### src/include/decode_consts.svh
`ifndef DECODE_CONSTS_SVH
`define DECODE_CONSTS_SVH

// lane and bus geometry.
`define DEC_LANES     4
`define DEC_LANE_BITS 2
`define DEC_SEQ_BITS  8
`define DEC_WORD_BITS 32
`define DEC_ADR_BITS  (`DEC_SEQ_BITS + `DEC_LANE_BITS)

`define DEC_LINK_REG  5'd31   // ra, target of the link forms.

// primary opcodes, insn[31:26].
`define OP_SPECIAL 6'b000000
`define OP_REGIMM  6'b000001
`define OP_J       6'b000010
`define OP_JAL     6'b000011
`define OP_BEQ     6'b000100
`define OP_BNE     6'b000101
`define OP_BLEZ    6'b000110
`define OP_BGTZ    6'b000111
`define OP_ADDI    6'b001000
`define OP_ADDIU   6'b001001
`define OP_SLTI    6'b001010
`define OP_SLTIU   6'b001011
`define OP_ANDI    6'b001100
`define OP_ORI     6'b001101
`define OP_XORI    6'b001110
`define OP_LUI     6'b001111
`define OP_LB      6'b100000
`define OP_LH      6'b100001
`define OP_LW      6'b100011
`define OP_LBU     6'b100100
`define OP_LHU     6'b100101
`define OP_SB      6'b101000
`define OP_SH      6'b101001
`define OP_SW      6'b101011

// SPECIAL funct codes, insn[5:0].
`define FN_SLL  6'b000000
`define FN_SRL  6'b000010
`define FN_SRA  6'b000011
`define FN_SLLV 6'b000100
`define FN_SRLV 6'b000110
`define FN_SRAV 6'b000111
`define FN_JR   6'b001000
`define FN_JALR 6'b001001
`define FN_ADD  6'b100000
`define FN_ADDU 6'b100001
`define FN_SUB  6'b100010
`define FN_SUBU 6'b100011
`define FN_AND  6'b100100
`define FN_OR   6'b100101
`define FN_XOR  6'b100110
`define FN_NOR  6'b100111
`define FN_SLT  6'b101010
`define FN_SLTU 6'b101011

// REGIMM rt codes, insn[20:16].
`define RT_BLTZ   5'b00000
`define RT_BGEZ   5'b00001
`define RT_BLTZAL 5'b10000
`define RT_BGEZAL 5'b10001

`endif

### src/hdl/decode_pkg.sv
package decode_pkg;

    typedef logic [4:0] reg_addr_t;

    typedef enum logic [3:0] {
        ALU_NONE,
        ALU_ADD,
        ALU_ADDU,
        ALU_SUB,
        ALU_SUBU,
        ALU_SLT,
        ALU_SLTU,
        ALU_AND,
        ALU_OR,
        ALU_XOR,
        ALU_NOR,
        ALU_SLL,
        ALU_SRL,
        ALU_SRA,
        ALU_LUI,
        ALU_PASSA
    } alu_func_t;

    typedef enum logic [2:0] {
        BR_NONE,
        BR_BEQ,
        BR_BNE,
        BR_BLEZ,
        BR_BGTZ,
        BR_BLTZ,
        BR_BGEZ
    } branch_t;

    // one lane's decode, exactly one bus word.
    typedef struct packed {
        alu_func_t alu_func;
        branch_t   branch_type;
        logic      regwrite;
        logic      memtoreg;
        logic      memwrite;
        logic      alusrc_imm;
        logic      zeroext;
        logic      shamt_valid;   // shift amount from insn[10:6].
        logic      jump;
        logic      jr;
        logic      is_link;
        reg_addr_t srcrega;
        reg_addr_t srcregb;
        reg_addr_t destreg;
        logic      exception_ri;
    } dec_record_t;

endpackage

### src/hdl/bundle_loader.sv
`timescale 1ns/1ps
`include "decode_consts.svh"

module bundle_loader (
    input  logic                                      clk,
    input  logic                                      arst_n,
    input  logic                                      src_cyc,
    input  logic                                      src_stb,
    input  logic                                      src_we,
    input  logic [`DEC_WORD_BITS-1:0]                 src_dat,
    output logic                                      src_ack,
    input  logic                                      drain_done,
    output logic [`DEC_LANES-1:0][`DEC_WORD_BITS-1:0] insn_words,
    output logic                                      bundle_issue
);

    logic [`DEC_LANE_BITS-1:0] fill;
    logic                      holding;
    logic                      accept;
    logic                      last_ack;

    // a fresh transfer, not the one being acked right now.
    assign accept = src_cyc && src_stb && src_we && !src_ack && !holding;

    // fill has already wrapped when the fourth ack is out.
    assign last_ack = src_ack && (fill == '0);

    always_ff @(posedge clk or negedge arst_n) begin
        if (!arst_n) begin
            src_ack      <= 1'b0;
            fill         <= '0;
            holding      <= 1'b0;
            bundle_issue <= 1'b0;
        end else begin
            src_ack      <= accept;
            bundle_issue <= last_ack;
            if (accept) begin
                fill <= fill + 1'b1;
            end
            if (last_ack) begin
                holding <= 1'b1;   // back-pressure until drained.
            end else if (drain_done) begin
                holding <= 1'b0;
            end
        end
    end

    always_ff @(posedge clk) begin
        if (accept) begin
            insn_words[fill] <= src_dat;
        end
    end

    // host only ever writes to this port.
    assert property (@(posedge clk) disable iff (!arst_n)
        src_cyc && src_stb |-> src_we);

endmodule

### src/hdl/decode_lane.sv
`timescale 1ns/1ps
`include "decode_consts.svh"

module decode_lane (
    input  logic                        clk,
    input  logic                        arst_n,
    input  logic [`DEC_WORD_BITS-1:0]   insn,
    input  logic                        bundle_issue,
    output decode_pkg::dec_record_t     record
);

    localparam decode_pkg::dec_record_t ri_record = decode_pkg::dec_record_t'(1);

    logic [5:0]              opcode;
    logic [5:0]              funct;
    decode_pkg::reg_addr_t   rs;
    decode_pkg::reg_addr_t   rt;
    decode_pkg::reg_addr_t   rd;
    decode_pkg::dec_record_t dec;

    assign opcode = insn[31:26];
    assign funct  = insn[5:0];
    assign rs     = insn[25:21];
    assign rt     = insn[20:16];
    assign rd     = insn[15:11];

    always_comb begin
        dec = '0;
        case (opcode)
            `OP_SPECIAL: begin
                dec.regwrite = 1'b1;
                dec.srcrega  = rs;
                dec.srcregb  = rt;
                dec.destreg  = rd;
                case (funct)
                    `FN_ADD:  dec.alu_func = decode_pkg::ALU_ADD;
                    `FN_ADDU: dec.alu_func = decode_pkg::ALU_ADDU;
                    `FN_SUB:  dec.alu_func = decode_pkg::ALU_SUB;
                    `FN_SUBU: dec.alu_func = decode_pkg::ALU_SUBU;
                    `FN_SLT:  dec.alu_func = decode_pkg::ALU_SLT;
                    `FN_SLTU: dec.alu_func = decode_pkg::ALU_SLTU;
                    `FN_AND:  dec.alu_func = decode_pkg::ALU_AND;
                    `FN_OR:   dec.alu_func = decode_pkg::ALU_OR;
                    `FN_XOR:  dec.alu_func = decode_pkg::ALU_XOR;
                    `FN_NOR:  dec.alu_func = decode_pkg::ALU_NOR;
                    `FN_SLLV: dec.alu_func = decode_pkg::ALU_SLL;
                    `FN_SRLV: dec.alu_func = decode_pkg::ALU_SRL;
                    `FN_SRAV: dec.alu_func = decode_pkg::ALU_SRA;
                    `FN_SLL, `FN_SRL, `FN_SRA: begin
                        if (funct == `FN_SLL) begin
                            dec.alu_func = decode_pkg::ALU_SLL;
                        end else if (funct == `FN_SRL) begin
                            dec.alu_func = decode_pkg::ALU_SRL;
                        end else begin
                            dec.alu_func = decode_pkg::ALU_SRA;
                        end
                        dec.shamt_valid = 1'b1;
                        dec.srcrega     = '0;   // rs field unused here.
                    end
                    `FN_JR, `FN_JALR: begin
                        dec.alu_func = decode_pkg::ALU_PASSA;
                        dec.jump     = 1'b1;
                        dec.jr       = 1'b1;
                        dec.srcregb  = '0;
                        dec.regwrite = (funct == `FN_JALR);
                        dec.is_link  = (funct == `FN_JALR);
                        dec.destreg  = (funct == `FN_JALR) ? `DEC_LINK_REG : 5'd0;
                    end
                    default: dec = ri_record;
                endcase
            end
            `OP_ADDI, `OP_ADDIU, `OP_SLTI, `OP_SLTIU,
            `OP_ANDI, `OP_ORI, `OP_XORI, `OP_LUI: begin
                dec.regwrite   = 1'b1;
                dec.alusrc_imm = 1'b1;
                dec.srcrega    = rs;
                dec.destreg    = rt;
                case (opcode)
                    `OP_ADDI:  dec.alu_func = decode_pkg::ALU_ADD;
                    `OP_ADDIU: dec.alu_func = decode_pkg::ALU_ADDU;
                    `OP_SLTI:  dec.alu_func = decode_pkg::ALU_SLT;
                    `OP_SLTIU: dec.alu_func = decode_pkg::ALU_SLTU;
                    `OP_ANDI: begin
                        dec.alu_func = decode_pkg::ALU_AND;
                        dec.zeroext  = 1'b1;
                    end
                    `OP_ORI: begin
                        dec.alu_func = decode_pkg::ALU_OR;
                        dec.zeroext  = 1'b1;
                    end
                    `OP_XORI: begin
                        dec.alu_func = decode_pkg::ALU_XOR;
                        dec.zeroext  = 1'b1;
                    end
                    `OP_LUI: begin
                        dec.alu_func = decode_pkg::ALU_LUI;
                        dec.srcrega  = '0;
                    end
                endcase
            end
            `OP_BEQ, `OP_BNE: begin
                dec.branch_type = (opcode == `OP_BEQ) ? decode_pkg::BR_BEQ : decode_pkg::BR_BNE;
                dec.srcrega     = rs;
                dec.srcregb     = rt;
            end
            `OP_BLEZ, `OP_BGTZ: begin
                dec.branch_type = (opcode == `OP_BLEZ) ? decode_pkg::BR_BLEZ : decode_pkg::BR_BGTZ;
                dec.srcrega     = rs;
            end
            `OP_REGIMM: begin
                dec.srcrega = rs;
                case (rt)
                    `RT_BLTZ: dec.branch_type = decode_pkg::BR_BLTZ;
                    `RT_BGEZ: dec.branch_type = decode_pkg::BR_BGEZ;
                    `RT_BLTZAL, `RT_BGEZAL: begin
                        dec.branch_type = (rt == `RT_BLTZAL) ? decode_pkg::BR_BLTZ
                                                             : decode_pkg::BR_BGEZ;
                        dec.regwrite    = 1'b1;
                        dec.is_link     = 1'b1;
                        dec.destreg     = `DEC_LINK_REG;
                    end
                    default: dec = ri_record;
                endcase
            end
            `OP_J: dec.jump = 1'b1;
            `OP_JAL: begin
                dec.jump     = 1'b1;
                dec.regwrite = 1'b1;
                dec.is_link  = 1'b1;
                dec.destreg  = `DEC_LINK_REG;
            end
            `OP_LB, `OP_LBU, `OP_LH, `OP_LHU, `OP_LW: begin
                dec.regwrite   = 1'b1;
                dec.memtoreg   = 1'b1;
                dec.alusrc_imm = 1'b1;
                dec.srcrega    = rs;
                dec.destreg    = rt;
            end
            `OP_SB, `OP_SH, `OP_SW: begin
                dec.memwrite   = 1'b1;
                dec.alusrc_imm = 1'b1;
                dec.srcrega    = rs;
                dec.srcregb    = rt;
            end
            default: dec = ri_record;   // dropped and unknown opcodes.
        endcase
    end

    always_ff @(posedge clk or negedge arst_n) begin
        if (!arst_n) begin
            record <= '0;
        end else if (bundle_issue) begin
            record <= dec;
        end
    end

    // a reserved word lands in the record as the exception bit alone.
    assert property (@(posedge clk) disable iff (!arst_n)
        bundle_issue && dec.exception_ri |=> record == ri_record);

endmodule

### src/hdl/decode_unit.sv
`timescale 1ns/1ps
`include "decode_consts.svh"

module decode_unit (
    input  logic                       clk,
    input  logic                       arst_n,
    input  logic                       src_cyc,
    input  logic                       src_stb,
    input  logic                       src_we,
    input  logic [`DEC_WORD_BITS-1:0]  src_dat,
    output logic                       src_ack,
    output logic                       snk_cyc,
    output logic                       snk_stb,
    output logic                       snk_we,
    output logic [`DEC_ADR_BITS-1:0]   snk_adr,
    output logic [`DEC_WORD_BITS-1:0]  snk_dat,
    input  logic                       snk_ack
);

    logic [`DEC_LANES-1:0][`DEC_WORD_BITS-1:0] insn_words;
    decode_pkg::dec_record_t [`DEC_LANES-1:0]   records;
    logic                                       bundle_issue;
    logic                                       drain_done;

    bundle_loader u_loader (
        .clk          (clk),
        .arst_n       (arst_n),
        .src_cyc      (src_cyc),
        .src_stb      (src_stb),
        .src_we       (src_we),
        .src_dat      (src_dat),
        .src_ack      (src_ack),
        .drain_done   (drain_done),
        .insn_words   (insn_words),
        .bundle_issue (bundle_issue)
    );

    for (genvar i = 0; i < `DEC_LANES; i++) begin : g_lane
        decode_lane u_lane (
            .clk          (clk),
            .arst_n       (arst_n),
            .insn         (insn_words[i]),
            .bundle_issue (bundle_issue),
            .record       (records[i])
        );
    end

    record_writer u_writer (
        .clk          (clk),
        .arst_n       (arst_n),
        .bundle_issue (bundle_issue),
        .records      (records),
        .snk_cyc      (snk_cyc),
        .snk_stb      (snk_stb),
        .snk_we       (snk_we),
        .snk_adr      (snk_adr),
        .snk_dat      (snk_dat),
        .snk_ack      (snk_ack),
        .drain_done   (drain_done)
    );

endmodule

### src/hdl/record_writer.sv
`timescale 1ns/1ps
`include "decode_consts.svh"

module record_writer (
    input  logic                                    clk,
    input  logic                                    arst_n,
    input  logic                                    bundle_issue,
    input  decode_pkg::dec_record_t [`DEC_LANES-1:0] records,
    output logic                                    snk_cyc,
    output logic                                    snk_stb,
    output logic                                    snk_we,
    output logic [`DEC_ADR_BITS-1:0]                snk_adr,
    output logic [`DEC_WORD_BITS-1:0]               snk_dat,
    input  logic                                    snk_ack,
    output logic                                    drain_done
);

    logic                      start;
    logic [`DEC_LANE_BITS-1:0] lane;
    logic [`DEC_SEQ_BITS-1:0]  seq;
    logic                      last_lane;

    assign last_lane = (lane == `DEC_LANE_BITS'(`DEC_LANES - 1));

    always_ff @(posedge clk or negedge arst_n) begin
        if (!arst_n) begin
            start      <= 1'b0;
            snk_cyc    <= 1'b0;
            snk_stb    <= 1'b0;
            lane       <= '0;
            seq        <= '0;
            drain_done <= 1'b0;
        end else begin
            start      <= bundle_issue;   // lane records settle first.
            drain_done <= 1'b0;
            if (start) begin
                snk_cyc <= 1'b1;
                snk_stb <= 1'b1;
                lane    <= '0;
            end else if (snk_stb && snk_ack) begin
                if (last_lane) begin
                    snk_cyc    <= 1'b0;
                    snk_stb    <= 1'b0;
                    drain_done <= 1'b1;
                    seq        <= seq + 1'b1;   // wraps at 256.
                end
                lane <= lane + 1'b1;
            end
        end
    end

    assign snk_we  = snk_cyc;   // write only master.
    assign snk_adr = {seq, lane};
    assign snk_dat = records[lane];

    // sink wait states must not see the request move.
    assert property (@(posedge clk) disable iff (!arst_n)
        snk_stb && !snk_ack |=> snk_stb && $stable(snk_adr) && $stable(snk_dat));

endmodule

### config.mk
export PLATFORM = sky130hd
export DESIGN_NAME = decode_unit
export DESIGN_NICKNAME = d
export VERILOG_FILES = /design/src/hdl/decode_pkg.sv /design/src/hdl/bundle_loader.sv /design/src/hdl/decode_lane.sv /design/src/hdl/decode_unit.sv /design/src/hdl/record_writer.sv
export VERILOG_INCLUDE_DIRS = /design/src /design/src/include
export SDC_FILE = /design/constraint.sdc
export NUM_CORES = 1
export LEC_CHECK = 0
export ABC_AREA = 1
export BUFFER_PORTS_ARGS = -buffer_cell sky130_fd_sc_hd__buf_2
export CAP_MARGIN = 20
export CORE_ASPECT_RATIO = 0.5
export CORE_MARGIN = 2
export CORE_UTILIZATION = 31
export CTS_CLUSTER_DIAMETER = 200
export DETAILED_ROUTE_END_ITERATION = 16
export PLACE_DENSITY_LB_ADDON = 0.1
export SYNTH_ARGS = -nofsm -noshare
export SYNTH_HDL_FRONTEND = slang
export SYNTH_SLANG_ARGS = --single-unit
### constraint.sdc
create_clock -name clk -period 3.4 [get_ports clk]
set_clock_uncertainty 0.05 [all_clocks]
set_input_delay 0.51 -clock clk [delete_from_list [all_inputs] [get_ports clk]]
set_output_delay 0.51 -clock clk [all_outputs]
set_load 0.005 [all_outputs]
* Yosys cells after proc, flatten, opt, wreduce, memory -nomap -nowiden
Index checks and enable logic that the tools add are counted.
** Word-level totals
- Register bits after elaboration :: 274
- Logic and storage cells :: 519
- Output and inout port bits :: 46
- Input bits :: 38
** Operators by class
- Eq/ne operators :: 173
- Magnitude comparators :: 3
- Reductions and logical operators :: 107
- Bitwise gates (word level) :: 1
- Add/subtract/negate cells :: 3
- Multiplexer cells :: 159
** Operators by type and width (count)
- equality test 6 bit, second input constant :: 72
- equality test 6 x 4 -> 1 bit, second input constant :: 40
- one-hot mux 4 bit (15 select lines) :: 4
- equality test 6 x 3 -> 1 bit, second input constant :: 28
- one-hot mux 5 bit (4 select lines) :: 8
- bitwise mux 128 bit :: 1
- one-hot mux 4 bit (8 select lines) :: 4
- OR reduction 16 bit :: 8
- equality test 6 x 2 -> 1 bit, second input constant :: 16
- OR reduction 22 bit :: 4
- two-way mux 5 bit :: 16
- one-hot mux 10 bit (2 select lines) :: 4
- one-hot mux 3 bit (3 select lines) :: 8
- OR reduction 18 bit :: 4
- binary-select mux 32 bit (select 2 bit) :: 1
- demux 32 bit (select 2 bit) :: 1
- two-way mux 32 bit :: 2
- one-hot mux 5 bit (3 select lines) :: 4
- OR reduction 15 bit :: 4
- two-way mux 1 bit :: 56
- OR reduction 14 bit :: 4
- OR reduction 13 bit :: 4
- logical NOT 6 bit :: 8
- OR reduction 12 bit :: 4
- 27 further kinds :: 141

* Depth between registers and ports, before layout
- Depth in word-level cells :: 5
- Gate-level depth with buffers :: 13
- Depth with buffers taken out :: 12

* Cells and area by module
Synthesis repeated with hierarchy kept, for this count alone.
** Second synthesis, totals
- Cell total of the unflattened synthesis :: 1732
- Area, all modules :: 14164.8 um^2
** By module, submodules not included
- decode_lane at g_lane[1].u_lane ... :: seq. area each 800.8 um^2, area each 2140.8 um^2, instances 3, cells each 336
- bundle_loader :: seq. area each 3968.8 um^2, area each 4127.7 um^2, instances 1, cells each 163
- decode_lane at g_lane[0].u_lane :: seq. area each 800.8 um^2, area each 2100.8 um^2, instances 1, cells each 307
- record_writer :: seq. area each 325.3 um^2, area each 1514.0 um^2, instances 1, cells each 254

* Least setup slack after synthesis
No wires, ideal clock.
- Path type :: input to register
- Start point :: input src_cyc
- End point :: register u_loader.insn_words[0] (netlist name) (enable)
- Required time :: 2.939 ns
- Library setup time :: 0.411 ns
- Arrival time :: 2.160 ns
- Path buffers :: 1
- Setup slack :: 0.779 ns
- Cell stages on the path :: 6
- Cells stage by stage :: nand2_1 -> nor2_1 -> and3_1 -> clkbuf_1 -> inv_1 -> nor2_1
** Between the ends
- Longest elaborated chain between the ends :: 4
** Ends and longest elaborated chain
- start, declared :: RTL line decode_unit.sv:7 : input logic src_cyc,
- logical AND 1 bit (4 in a row) :: RTL line bundle_loader.sv:23 : assign accept = src_cyc && src_stb && src_we && !src_ack && !holding;
- named net u_loader.accept :: RTL line bundle_loader.sv:19 : logic accept;
- end signal, assigned by index :: RTL line bundle_loader.sv:50 : insn_words[fill] <= src_dat;
- end, declared :: RTL line bundle_loader.sv:13 : output logic [`DEC_LANES-1:0][`DEC_WORD_BITS-1:0] insn_words,
The timed path passes the listed nets, and every way through them passes these cells.
A chain may end at the register's enable or synchronous reset.

* Worst setup path in the final report
- Start point :: register u_writer.lane[0]
- End point :: output snk_dat[30]
** Between the ends
- Longest elaborated chain between the ends :: 2
** Ends and longest elaborated chain
- start, declared :: RTL line record_writer.sv:19 : logic [`DEC_LANE_BITS-1:0] lane;
- start signal, assigned :: RTL line record_writer.sv:47 : lane <= lane + 1'b1;
- binary-select mux 32 bit (select 2 bit) :: RTL line record_writer.sv:54 : assign snk_dat = records[lane];
- two-way mux 32 bit (implied by the code) :: RTL line record_writer.sv:54
- end, declared :: RTL line decode_unit.sv:16 : output logic [`DEC_WORD_BITS-1:0] snk_dat,
Every way passes these cells. The select of a mux whose other input is x is not followed.

==> results.tsv <==
stage	metric	value	unit
run_status	status	finished clean	
global_routing	grt_usage	19.6	%
clock_network	htree_levels	1	
setup_path	crit_type	reg2out	
floorplanning	dieHeight	149	µm
logic_synthesis	ys_types	46	
route	routed_wl	42600	µm
global_routing	antenna_found_initial	0	
floorplanning	rows	52	
route	wl_per_cell	19.2	µm
logic_synthesis	synth-seq-area-share	53.1	%
setup_path	path_delay_family	buffers and inverters	
clock_network	cts_tree	built	
clock_network	clk_path_buf_depth	3	
setup_path	crit_arrival	2.32	ns
clock_network	ctsResizeCount	0	
clock_network	numCtsBuffers	27	
final_layout	antenna_cells	0	
floorplanning	initial_core_util	31.8	%
logic_synthesis	yosys.area.top_type	dfrtp_1	
logic_synthesis	synth_nets	1629	
clock_network	insertion_delay	0.58	ns
route	drt-vias-per-instance	4.98	
clock_network	postCtsSetupRepairBufs	0	
setup_path	path_cells	buf_4 -> o21ai_0 -> o22ai_1 -> buf_2	
route	drt_drc_violations_left	0	
setup_path	cp_max_fo	63	
placed_design	dp_worst_setup_slack	1.10	ns
job	maxCapViolCount	0	
logic_synthesis	synthTopCellsByArea	dfrtp_1 28%, edfxtp_1 25%, nand2_1 13%	
route	num_vias	11000	
final_layout	area_growth	14.6	%
route	first_pass_iters	5	
timing	max_freq	347	MHz
floorplanning	top_level_ports	84	
global_routing	first_global_vias	10500	
logic_synthesis	syn_inst	1585	
power_and_ir_drop	p_per_area	630	nW/µm²
final_layout	final_area	14900	µm²
logic_synthesis	ys_async_sr_fraction	57.5	%
final_layout	nets	1699	
setup_path	crit_path_start_kind	register	
logic_synthesis	synth_area	13000	µm²
placed_design	dp.cells	2166	
setup_path	worst-path-buf-inv	2	
clock_network	cts.sinks	254	
timing	setup_viol	0	
logic_synthesis	syn_avg_cell_area	8.19	µm²
power_and_ir_drop	total_leakage_power	7.18	nW
route	initialDrtViolationCount	1003	
logic_synthesis	yosys_warnings	0	
timing	finalHoldViolCount	0	
setup_path	worst_path_max_delay_cell	buf_4	
placed_design	hpwl	31500	µm
setup_path	cp.required	2.84	ns
timing	final.setup.tns	0	ns
clock_network	cts_root_buf	clkbuf_16	
placed_design	port_buffers	78	
timing	setup_ws	0.522	ns
timing	period_minus_slack	2.88	ns
placed_design	dpl_cell_area	14000	µm²
setup_path	endpoint_kind	output port	
timing	worstMarginPinSlew	1.00	ns
global_routing	overflow	0	
clock_network	cts-hold-fix-buffers	0	
floorplanning	core-area	40900	µm²
logic_synthesis	synth_top_cell_area_share	28.1	%
global_routing	grt_max_degree	106	
timing	slew_viol_final	0	
logic_synthesis	ys_seq_elements	254	
placed_design	place.gp.congestion	0.888	
timing	slew_headroom	33.3	%
setup_path	slowest_delay	0.59	ns
logic_synthesis	synth-edff-count	108	
timing	rsz0062_at_grt	false	
power_and_ir_drop	ir_drop	0.365	mV
floorplanning	die_w	293	µm
clock_network	clkSlewWorstSetupHoldPaths	0.06	ns
route	ant_nets	0	
timing	period_share	84.6	%
global_routing	grt_first_pass_wirelength	64700	µm
floorplanning	die_area	43600	µm²
final_layout	fin_cells	2216	
logic_synthesis	synthFlopType	dfrtp_1	
final_layout	drive_gt1_share	13.4	%
worst_hold_path	min_path_type	in2async	
[where the power goes]
| group | internal, mW | switching [mW] |
|---|---|---|
| sequential | 3.66 | 0.299 |
| combinational | 0.849 | 1.55 |
| clock | 1.71 | 1.30 |
[worst paths after layout]
kind	from	to	slack (ns)	cells past startpoint
worst min-delay path	arst_n	g_lane[1].u_lane.record[25]	0.005	1
worst max-delay path	u_writer.lane[0]	snk_dat[30]	0.52	4
min in group clk	src_dat[18]	u_loader.insn_words[18]	0.12	1
worst max register to register	u_loader.insn_words[26]	g_lane[0].u_lane.record[12]	1.25	7
worst min register to register	u_writer.drain_done	u_loader.holding	0.38	1
max in group asynchronous	arst_n	g_lane[0].u_lane.record[2]	2.50	2
[cell usage after synthesis (9+ instances only)]
| cell | number |
|---|---|
| o21ai_0 | 113 |
| nand2_1 | 445 |
| nor3_1 | 16 |
| o22ai_1 | 30 |
| nor2_4 | 9 |
| buf_2 | 17 |
| nand3_1 | 129 |
| nand4_1 | 11 |
| nand2_2 | 11 |
| nor2_2 | 23 |
| nor2_1 | 226 |
| clkbuf_1 | 28 |
| inv_1 | 123 |
| edfxtp_1 | 108 |
| a21oi_1 | 47 |
| inv_2 | 12 |
| dfrtp_1 | 146 |
[routing by layer]
layer	up-vias	part of all wire, %	global-route usage (%)
li1	5360	-	-
met1	5348	49	28.9
met2	274	43	30.0
met3	44	5.4	3.53
met4	0	2.0	4.11
met5	-	0	0
[through the flow]
stage / hold WS (ns) / total power, mW / util (%)
floorplan: 0.164 / 5.32 / -
global placement: 0.365 / 6.42 / 34.2
detailed placement: 0.385 / 6.45 / 34.2
CTS: 0.0574 / 9.51 / 36.4
global route: 0.0975 / 9.94 / 36.4
finish: 0.00502 / 9.37 / 36.4
[state kept, by name, summed over array words and instances (netlist names)]
| signal | flops |
|---|---|
| g_lane.u_lane.record | 128 |
| u_loader.insn_words | 108 |
| u_writer.seq | 8 |
| u_loader.fill | 2 |
| u_writer.lane | 2 |
| u_loader.bundle_issue | 1 |
| u_loader.holding | 1 |
| u_loader.src_ack | 1 |
| u_writer.drain_done | 1 |
| u_writer.snk_cyc | 1 |
| u_writer.start | 1 |
[placed cells by master, fill, tap and decap left out, drive strengths merged]
| cell | n |
|---|---|
| o22ai | 30 |
| nor4 | 1 |
| a21boi | 4 |
| buf | 98 |
| nor3 | 19 |
| o21ai | 117 |
| o311ai | 2 |
| o31ai | 5 |
| a32oi | 1 |
| inv | 136 |
| a22oi | 1 |
| clkbuf | 38 |
| o211ai | 5 |
| edfxtp | 108 |
| ha | 6 |
| nand3 | 137 |
| nand2 | 464 |
| a31oi | 7 |
| xnor2 | 1 |
| xor2 | 7 |
| clkinv | 11 |
| a41oi | 1 |
| and2 | 1 |
| nand4 | 11 |
| and3 | 1 |
| bufinv | 2 |
| nand3b | 4 |
| o211a | 1 |
| a21oi | 48 |
| or2 | 2 |
| dfrtp | 146 |
| a211oi | 3 |
| nor2 | 258 |
[final cells by class]
class,count,area (µm²)
fill,4259,26000
clock inverter,12,126
inverter,137,517
clock buffer,38,757
sequential,254,6900
timing repair buffer,98,597
multi-input combinational,1137,5300
tap,540,676
[cells by family after synthesis]
family                   share of synthesized area [%]
AO/OA/AOI/OAI                                     9.65
XOR/XNOR                                         0.540
adder cells (fa/ha/maj)                          0.578
buffers and inverters                             6.12
flip-flops                                        53.1
AND/OR/NAND/NOR                                   30.0
Power figures use the tool's default switching activity.
